--- src/rtl/debugPkg.sv ---
package debugPkg;

	////////////////////////////////////////
	// Host protocol
	////////////////////////////////////////

	// Command opcodes, one byte each
	typedef enum logic [7:0]
	{
		opRead  = 8'h01,
		opWrite = 8'h02,
		opDump  = 8'h03
	} opcodeT;

	// Word replies go out most significant byte first
	typedef enum logic
	{
		respWord = 1'b0,
		respByte = 1'b1
	} respKindT;

	localparam logic [7:0] ackByte = 8'h4B;
	localparam logic [7:0] errByte = 8'hEE;

	////////////////////////////////////////
	// Bus widths
	////////////////////////////////////////

	localparam int wordWidth = 32;
	// Same as the single address byte on the host side
	localparam int adrWidth = 8;

endpackage

--- src/rtl/respIf.sv ---
`timescale 1ns/1ps

interface respIf;

	logic valid;
	logic ready;
	debugPkg::respKindT kind;
	logic [debugPkg::wordWidth-1:0] data;

	modport source
	(
		output valid, kind, data,
		input ready
	);

	modport sink
	(
		input valid, kind, data,
		output ready
	);

endinterface

--- src/rtl/wbIf.sv ---
`timescale 1ns/1ps

interface wbIf;

	logic cyc;
	logic stb;
	logic we;
	logic [debugPkg::adrWidth-1:0] adr;
	logic [debugPkg::wordWidth-1:0] datW;
	logic [debugPkg::wordWidth-1:0] datR;
	logic ack;

	// Parser side
	modport master
	(
		output cyc, stb, we, adr, datW,
		input datR, ack
	);

	// Bank side
	modport slave
	(
		input cyc, stb, we, adr, datW,
		output datR, ack
	);

endinterface

--- src/rtl/debugCommandParser.sv ---
`timescale 1ns/1ps

module debugCommandParser #(
	parameter int numBanks = 4,
	parameter int wordsPerBank = 8
)
(
	input logic clk,
	input logic rstN,
	input logic [7:0] rxData,
	input logic rxEmpty,
	output logic rxRd,
	wbIf.master bus [numBanks],
	respIf.source resp
);

	localparam int numWords = numBanks * wordsPerBank;
	localparam logic [debugPkg::adrWidth-1:0] lastAdr = debugPkg::adrWidth'(numWords - 1);

	typedef enum logic [2:0]
	{
		sIdle,
		sFetchAdr,
		sFetchData,
		sBusCycle,
		sRespond,
		sDumpStep
	} stateT;

	stateT state;
	debugPkg::opcodeT opcode;
	logic [debugPkg::adrWidth-1:0] adr;
	logic [debugPkg::wordWidth-1:0] shiftReg;
	logic [1:0] byteCnt;
	logic busReq;
	logic busWe;
	logic respValid;
	debugPkg::respKindT respKind;
	logic [debugPkg::wordWidth-1:0] respData;
	logic [numBanks-1:0] ackVec;
	logic [debugPkg::wordWidth-1:0] datRVec [numBanks];
	logic [debugPkg::wordWidth-1:0] datRAny;
	logic ackAny;
	logic byteAvail;

	function automatic logic inRange(input logic [debugPkg::adrWidth-1:0] a);
		return int'(a) < numWords;
	endfunction

	function automatic logic [debugPkg::wordWidth-1:0] byteWord(input logic [7:0] b);
		return {{(debugPkg::wordWidth-8){1'b0}}, b};
	endfunction

	////////////////////////////////////////
	// Bus fan-out and reply merge
	////////////////////////////////////////

	for (genvar g = 0; g < numBanks; g++)
	begin : busLink
		assign bus[g].cyc = busReq;
		assign bus[g].stb = busReq;
		assign bus[g].we = busWe;
		assign bus[g].adr = adr;
		assign bus[g].datW = shiftReg;
		assign ackVec[g] = bus[g].ack;
		assign datRVec[g] = bus[g].datR;
	end

	// Unselected banks return zero
	always_comb
	begin
		datRAny = '0;
		for (int i = 0; i < numBanks; i++)
		begin
			datRAny = datRAny | datRVec[i];
		end
	end

	assign ackAny = |ackVec;

	assign resp.valid = respValid;
	assign resp.kind = respKind;
	assign resp.data = respData;

	// No byte while the previous pop is still in flight
	assign byteAvail = !rxEmpty && !rxRd;

	////////////////////////////////////////
	// Command FSM
	////////////////////////////////////////

	always_ff @(posedge clk or negedge rstN)
	begin
		if (!rstN)
		begin
			state <= sIdle;
			opcode <= debugPkg::opRead;
			adr <= '0;
			shiftReg <= '0;
			byteCnt <= '0;
			rxRd <= 1'b0;
			busReq <= 1'b0;
			busWe <= 1'b0;
			respValid <= 1'b0;
			respKind <= debugPkg::respByte;
			respData <= '0;
		end
		else
		begin
			rxRd <= 1'b0;
			case (state)
				sIdle:
				begin
					if (byteAvail)
					begin
						rxRd <= 1'b1;
						opcode <= debugPkg::opcodeT'(rxData);
						case (debugPkg::opcodeT'(rxData))
							debugPkg::opRead, debugPkg::opWrite:
								state <= sFetchAdr;
							debugPkg::opDump:
							begin
								// Walk from word zero
								adr <= '0;
								busReq <= 1'b1;
								busWe <= 1'b0;
								state <= sBusCycle;
							end
							default:
							begin
								respKind <= debugPkg::respByte;
								respData <= byteWord(debugPkg::errByte);
								respValid <= 1'b1;
								state <= sRespond;
							end
						endcase
					end
				end
				sFetchAdr:
				begin
					if (byteAvail)
					begin
						rxRd <= 1'b1;
						adr <= rxData;
						byteCnt <= '0;
						if (opcode == debugPkg::opWrite)
							state <= sFetchData;
						else if (inRange(rxData))
						begin
							busReq <= 1'b1;
							busWe <= 1'b0;
							state <= sBusCycle;
						end
						else
						begin
							respKind <= debugPkg::respByte;
							respData <= byteWord(debugPkg::errByte);
							respValid <= 1'b1;
							state <= sRespond;
						end
					end
				end
				sFetchData:
				begin
					if (byteAvail)
					begin
						rxRd <= 1'b1;
						shiftReg <= {shiftReg[debugPkg::wordWidth-9:0], rxData};
						byteCnt <= byteCnt + 2'd1;
						// Bad address still eats all four data bytes
						if (byteCnt == 2'd3)
						begin
							if (inRange(adr))
							begin
								busReq <= 1'b1;
								busWe <= 1'b1;
								state <= sBusCycle;
							end
							else
							begin
								respKind <= debugPkg::respByte;
								respData <= byteWord(debugPkg::errByte);
								respValid <= 1'b1;
								state <= sRespond;
							end
						end
					end
				end
				sBusCycle:
				begin
					if (ackAny)
					begin
						busReq <= 1'b0;
						respValid <= 1'b1;
						if (busWe)
						begin
							respKind <= debugPkg::respByte;
							respData <= byteWord(debugPkg::ackByte);
						end
						else
						begin
							respKind <= debugPkg::respWord;
							respData <= datRAny;
						end
						state <= (opcode == debugPkg::opDump) ? sDumpStep : sRespond;
					end
				end
				sRespond:
				begin
					if (resp.ready)
					begin
						respValid <= 1'b0;
						state <= sIdle;
					end
				end
				sDumpStep:
				begin
					// Next word only once this one is taken
					if (resp.ready)
					begin
						respValid <= 1'b0;
						if (adr == lastAdr)
							state <= sIdle;
						else
						begin
							adr <= adr + 1'b1;
							busReq <= 1'b1;
							busWe <= 1'b0;
							state <= sBusCycle;
						end
					end
				end
				default:
					state <= sIdle;
			endcase
		end
	end

endmodule

--- src/rtl/debugUnit.sv ---
`timescale 1ns/1ps

module debugUnit #(
	parameter int numBanks = 4,
	parameter int wordsPerBank = 8
)
(
	input logic clk,
	input logic rstN,
	input logic [7:0] rxData,
	input logic rxEmpty,
	output logic rxRd,
	output logic [7:0] txData,
	input logic txFull,
	output logic txWr
);

	// One bus element per bank
	wbIf bus [numBanks] ();
	respIf respLink ();

	debugCommandParser #(
		.numBanks(numBanks),
		.wordsPerBank(wordsPerBank)
	) parser_i (
		.clk(clk),
		.rstN(rstN),
		.rxData(rxData),
		.rxEmpty(rxEmpty),
		.rxRd(rxRd),
		.bus(bus),
		.resp(respLink)
	);

	////////////////////////////////////////
	// State banks
	////////////////////////////////////////

	for (genvar g = 0; g < numBanks; g++)
	begin : bankGen
		stateBank #(
			.bankIndex(g),
			.wordsPerBank(wordsPerBank)
		) bank_i (
			.clk(clk),
			.rstN(rstN),
			.bus(bus[g])
		);
	end

	responseSerializer serializer_i (
		.clk(clk),
		.rstN(rstN),
		.resp(respLink),
		.txData(txData),
		.txFull(txFull),
		.txWr(txWr)
	);

endmodule

--- src/rtl/responseSerializer.sv ---
`timescale 1ns/1ps

module responseSerializer
(
	input logic clk,
	input logic rstN,
	respIf.sink resp,
	output logic [7:0] txData,
	input logic txFull,
	output logic txWr
);

	logic [debugPkg::wordWidth-1:0] shiftReg;
	logic [2:0] bytesLeft;

	// Idle means nothing left to send
	assign resp.ready = (bytesLeft == 3'd0);

	// Top byte always goes next
	assign txData = shiftReg[debugPkg::wordWidth-1 -: 8];
	assign txWr = (bytesLeft != 3'd0) && !txFull;

	always_ff @(posedge clk or negedge rstN)
	begin
		if (!rstN)
		begin
			shiftReg <= '0;
			bytesLeft <= 3'd0;
		end
		else if (resp.valid && resp.ready)
		begin
			if (resp.kind == debugPkg::respWord)
			begin
				shiftReg <= resp.data;
				bytesLeft <= 3'd4;
			end
			else
			begin
				// Single byte moved up into the send slot
				shiftReg <= {resp.data[7:0], {(debugPkg::wordWidth-8){1'b0}}};
				bytesLeft <= 3'd1;
			end
		end
		else if (txWr)
		begin
			shiftReg <= shiftReg << 8;
			bytesLeft <= bytesLeft - 3'd1;
		end
	end

endmodule

--- src/rtl/stateBank.sv ---
`timescale 1ns/1ps

module stateBank #(
	parameter int bankIndex = 0,
	parameter int wordsPerBank = 8
)
(
	input logic clk,
	input logic rstN,
	wbIf.slave bus
);

	localparam int idxBits = $clog2(wordsPerBank);
	localparam int selBits = debugPkg::adrWidth - idxBits;
	localparam logic [selBits-1:0] bankSel = selBits'(bankIndex);

	logic [debugPkg::wordWidth-1:0] mem [wordsPerBank];
	logic [idxBits-1:0] wordIdx;
	logic selected;
	logic ack;
	logic [debugPkg::wordWidth-1:0] datR;

	// Upper address bits pick the bank, lower bits the word
	assign wordIdx = bus.adr[idxBits-1:0];
	assign selected = bus.cyc && bus.stb &&
		(bus.adr[debugPkg::adrWidth-1:idxBits] == bankSel);

	always_ff @(posedge clk or negedge rstN)
	begin
		if (!rstN)
		begin
			ack <= 1'b0;
			datR <= '0;
			for (int i = 0; i < wordsPerBank; i++)
			begin
				mem[i] <= '0;
			end
		end
		else
		begin
			// One ack per strobe, a cycle after it
			ack <= selected && !ack;
			if (selected && !ack)
			begin
				if (bus.we)
					mem[wordIdx] <= bus.datW;
				datR <= mem[wordIdx];
			end
			else
				datR <= '0;
		end
	end

	assign bus.ack = ack;
	assign bus.datR = datR;

endmodule

--- config.mk ---
export PLATFORM = sky130hd
export DESIGN_NAME = debugUnit
export DESIGN_NICKNAME = d
export VERILOG_FILES = /design/src/rtl/debugPkg.sv /design/src/rtl/respIf.sv /design/src/rtl/wbIf.sv /design/src/rtl/debugCommandParser.sv /design/src/rtl/debugUnit.sv /design/src/rtl/responseSerializer.sv /design/src/rtl/stateBank.sv
export SDC_FILE = /design/constraint.sdc
export NUM_CORES = 2
export LEC_CHECK = 0
export BUFFER_PORTS_ARGS = -buffer_cell sky130_fd_sc_hd__buf_2
export CAP_MARGIN = 20
export CELL_PAD_IN_SITES_DETAIL_PLACEMENT = 1
export CELL_PAD_IN_SITES_GLOBAL_PLACEMENT = 1
export CORE_AREA = 2 2 372 447
export CTS_CLUSTER_SIZE = 25
export DETAILED_ROUTE_END_ITERATION = 10
export DIE_AREA = 0 0 374 449
export GPL_TIMING_DRIVEN = 1
export PLACE_DENSITY = 0.55
export SLEW_MARGIN = 10
export SYNTH_ARGS = -nofsm -noshare
export SYNTH_HDL_FRONTEND = slang
export SYNTH_HIERARCHICAL = 1
export SYNTH_SLANG_ARGS = --single-unit
--- constraint.sdc ---
create_clock -name clk -period 5.1 [get_ports clk]
set_clock_uncertainty 0.15 [all_clocks]
set_input_delay 0.765 -clock clk [delete_from_list [all_inputs] [get_ports clk]]
set_output_delay 0.765 -clock clk [all_outputs]
set_load 0.01 [all_outputs]
==> impl_metrics.ini <==
[clock_tree]
ctsResizeCount = 0
cts.path.max_buffers = 3
cts_tree = done
clkLatencyLatePin_ns = 0.78
ctsHoldBuffers = 1
clk_pin_slew_ns = 0.06
ctsHtreeMaxLevel = 4
cts_setup_buffers = 0
clock_sinks = 1281
cts_buffers = 140
cts_root_buf = clkbuf_16

[global_routing]
grt_pass1_vias = 36500
grt_first_pass_wirelength_mm = 262
antenna_found_initial = 16
grt_use_total = 0.210
gr-total-overflow = 0
grt_max_degree = 122

[drt]
drtAntennaViolNets = 0
vias_per_cell = 5.46
num_vias = 33700
avgRoutedWirePerCell_um = 28.4
route.detailed.drc = 0
firstDrtPassIters = 5
routed_wl_mm = 175
drt_iter0_drc = 1961

[sta]
setup_viol = 0
final-hold-violation-count = 0
finalWorstSetupSlack_ns = 1.52
fin_setup_tns_ns = 0
slew_violations = 0
max_freq_mhz = 279
maxSlewHeadroom = 0.247
worst_slew_pin_slew_ns = 1.13
rsz0062_at_grt = false
period_needed_ns = 3.58
finalCritPeriodShare = 0.703

[yosys]
yosys.area.top_type_share = 0.563
synth_seq_cells = 1281
syn-num-nets = 4005
ys_warn_count = 6
synth.most_common_cell = dfrtp_1
syn_area_per_cell_um2 = 14.3
synth_cell_types = 86
synth_enable_flop_cells = 0
synthCells = 3989
ys.flop_type = dfrtp_1
synth_common_cells = dfrtp_1 (1,279), mux2_2 (958), buf_4 (145)
synth_top_area_cell = dfrtp_1
synth_area_mm2 = 0.0569
synth.area.top_cells = dfrtp_1 (56%), mux2_2 (19%), mux4_2 (3.2%)
synth-seq-area-share = 0.564
async_reset_ff_frac = 1.00

[placement]
post_dp_cell_area_mm2 = 0.0588
dp_hpwl_mm = 112
gp_congestion = 0.790
port_buffers = 21
place_worst_setup_slack_ns = 1.52

[power_and_ir_drop]
irDropWorstVdd_uv = 311
fin_total_pwr_mw = 28.3
p_leak_nw = 30.6
p_per_area_mw_per_mm2 = 445

[setup_path]
crit_required_ns = 5.61
cp_max_fo = 20
critPathCaptureType = register
rrSetupSlack_ns = 1.52
r2r_cells = 7
arrival_ns = 4.09
cp-start-kind = register
reg2reg_from = parser_i/bus[0].adr[5]
crit_type = register to register
rr_endpoint = bankGen[3].bank_i/mem[8]

[status]
status = finished clean

[worst_hold_path]
hold_class = input pin to register
holdPathEnd = parser_i/bus[0].datW[6]
min_from = rxData[6]
hold_depth = 2

[finish]
fin_area_mm2 = 0.0637
nFillCells = 16500
nets = 3926
syn_to_final_growth_pct = 12.0
drive_gt1_frac = 0.400

[floorplanning]
start_util = 0.347
die_h_um = 449
die_w_um = 374
num_rows = 163
core_mm2 = 0.164
die_area_mm2 = 0.168
io_pins = 22

[flow_run]
cap_violations = 0
placed cells by master, fill, tap and decap left out, drive strengths merged, types with 13 or more instances in the layout:
| cell | n |
|---|---|
| nor2b | 17 |
| bufinv | 13 |
| nand2 | 92 |
| clkbuf | 211 |
| mux2 | 1137 |
| mux2i | 139 |
| nor2 | 75 |
| o2bb2ai | 25 |
| dfrtp | 1279 |
| o22a | 16 |
| o221ai | 68 |
| a211oi | 14 |
| nor4 | 35 |
| a22oi | 24 |
| nor3 | 28 |
| clkinv | 25 |
| nand2b | 27 |
| mux4 | 80 |
| o21ai | 72 |
| and2 | 20 |
| inv | 26 |
| o22ai | 75 |
| a22o | 14 |
| buf | 177 |
| a221o | 24 |
| nand3 | 19 |
| nand4 | 17 |
| and3 | 30 |
| a21oi | 75 |
final cells by class:
type / count / area, um2 / area share
sequential: 1281 / 32100 / 0.503
inverter: 25 / 98.8 / 0.00155
clock inverter: 40 / 566 / 0.00888
multi-input combinational: 2284 / 22400 / 0.352
timing repair buffer: 178 / 1570 / 0.0246
clock buffer: 211 / 4270 / 0.0670
tap: 2145 / 2680 / 0.0421
antenna: 7 / 17.5 / 0.000275
layer usage:
metal / part of all wire / global-route usage / routed length (um) / vias to the layer above
li1: - / - / - / 14500
met1: 0.45 / 0.281 / 78900 / 18400
met2: 0.50 / 0.357 / 86900 / 495
met3: 0.027 / 0.0257 / 4770 / 244
met4: 0.027 / 0.0633 / 4720 / 0
met5: 0 / 0 / 0 / -
critical path, cell delays in order, from the launching register on:
cell,delay [ns]
dfrtp_1,0.48
nand4bb_1,0.23
or4_1,0.51
buf_4,0.23
inv_2,0.19
nand4_1,0.77
buf_4,0.56
mux2_2,0.32
state kept, by name, summed over array words and instances (netlist names):
register	count
bankGen.bank_i/mem	1024
bankGen.bank_i/bus.datR	128
parser_i/bus.datW	32
parser_i/resp.data	32
serializer_i/shiftReg	32
parser_i/bus.adr	8
parser_i/opcode	8
bankGen.bank_i/bus.ack	4
parser_i/state	3
serializer_i/bytesLeft	3
parser_i/byteCnt	2
parser_i/bus.cyc	1
parser_i/bus.we	1
parser_i/resp.kind	1
parser_i/resp.valid	1
parser_i/rxRd	1
how the worst max path moves through the flow:
stage,end,from,slack (ns),depth (start not counted)
6_report,bankGen[3].bank_i/mem[8],parser_i/bus[0].adr[5],1.52,7
3_3_place_gp,bankGen[3].bank_i/mem[46],parser_i/bus[0].adr[5],1.49,8
5_1_grt,bankGen[3].bank_i/mem[8],parser_i/bus[0].adr[6],1.31,7
2_1_floorplan,bankGen[3].bank_i/mem[161],parser_i/bus[0].adr[5],2.54,8
3_5_place_dp,bankGen[3].bank_i/mem[55],parser_i/bus[0].adr[6],1.52,8
4_1_cts,bankGen[3].bank_i/mem[40],parser_i/bus[0].adr[5],1.48,8
where the power goes:
part	leakage, nW	total, mW	switching (mW)	internal [mW]
Clock	2.39	10.7	4.30	6.43
Combinational	10.5	5.27	3.40	1.87
Sequential	17.7	12.4	1.29	11.1
Total	30.6	28.3	8.99	19.4
logic make-up (layout without fill, tap and decap cells):
family,after synthesis,count (layout),share of synthesized area
adders and majority gates,4,4,0.000880
DFF,1281,1281,0.564
AOI/OAI and AO/OA,505,505,0.0650
and+or+nand+nor,419,419,0.0398
buffers and inverters,424,454,0.0431
other,0,7,0
muxes,1356,1356,0.288
per-stage QoR:
stage          hold WS [ns]  instances   util
3_3_place_gp          0.308       5908  0.359
5_1_grt               0.145       6165  0.389
2_1_floorplan         0.292       3989      -
4_1_cts              0.0991       6162  0.389
3_5_place_dp          0.316       5910  0.359
6_report              0.161       6171  0.389
No activity file was read; power rests on OpenSTA's default activity.
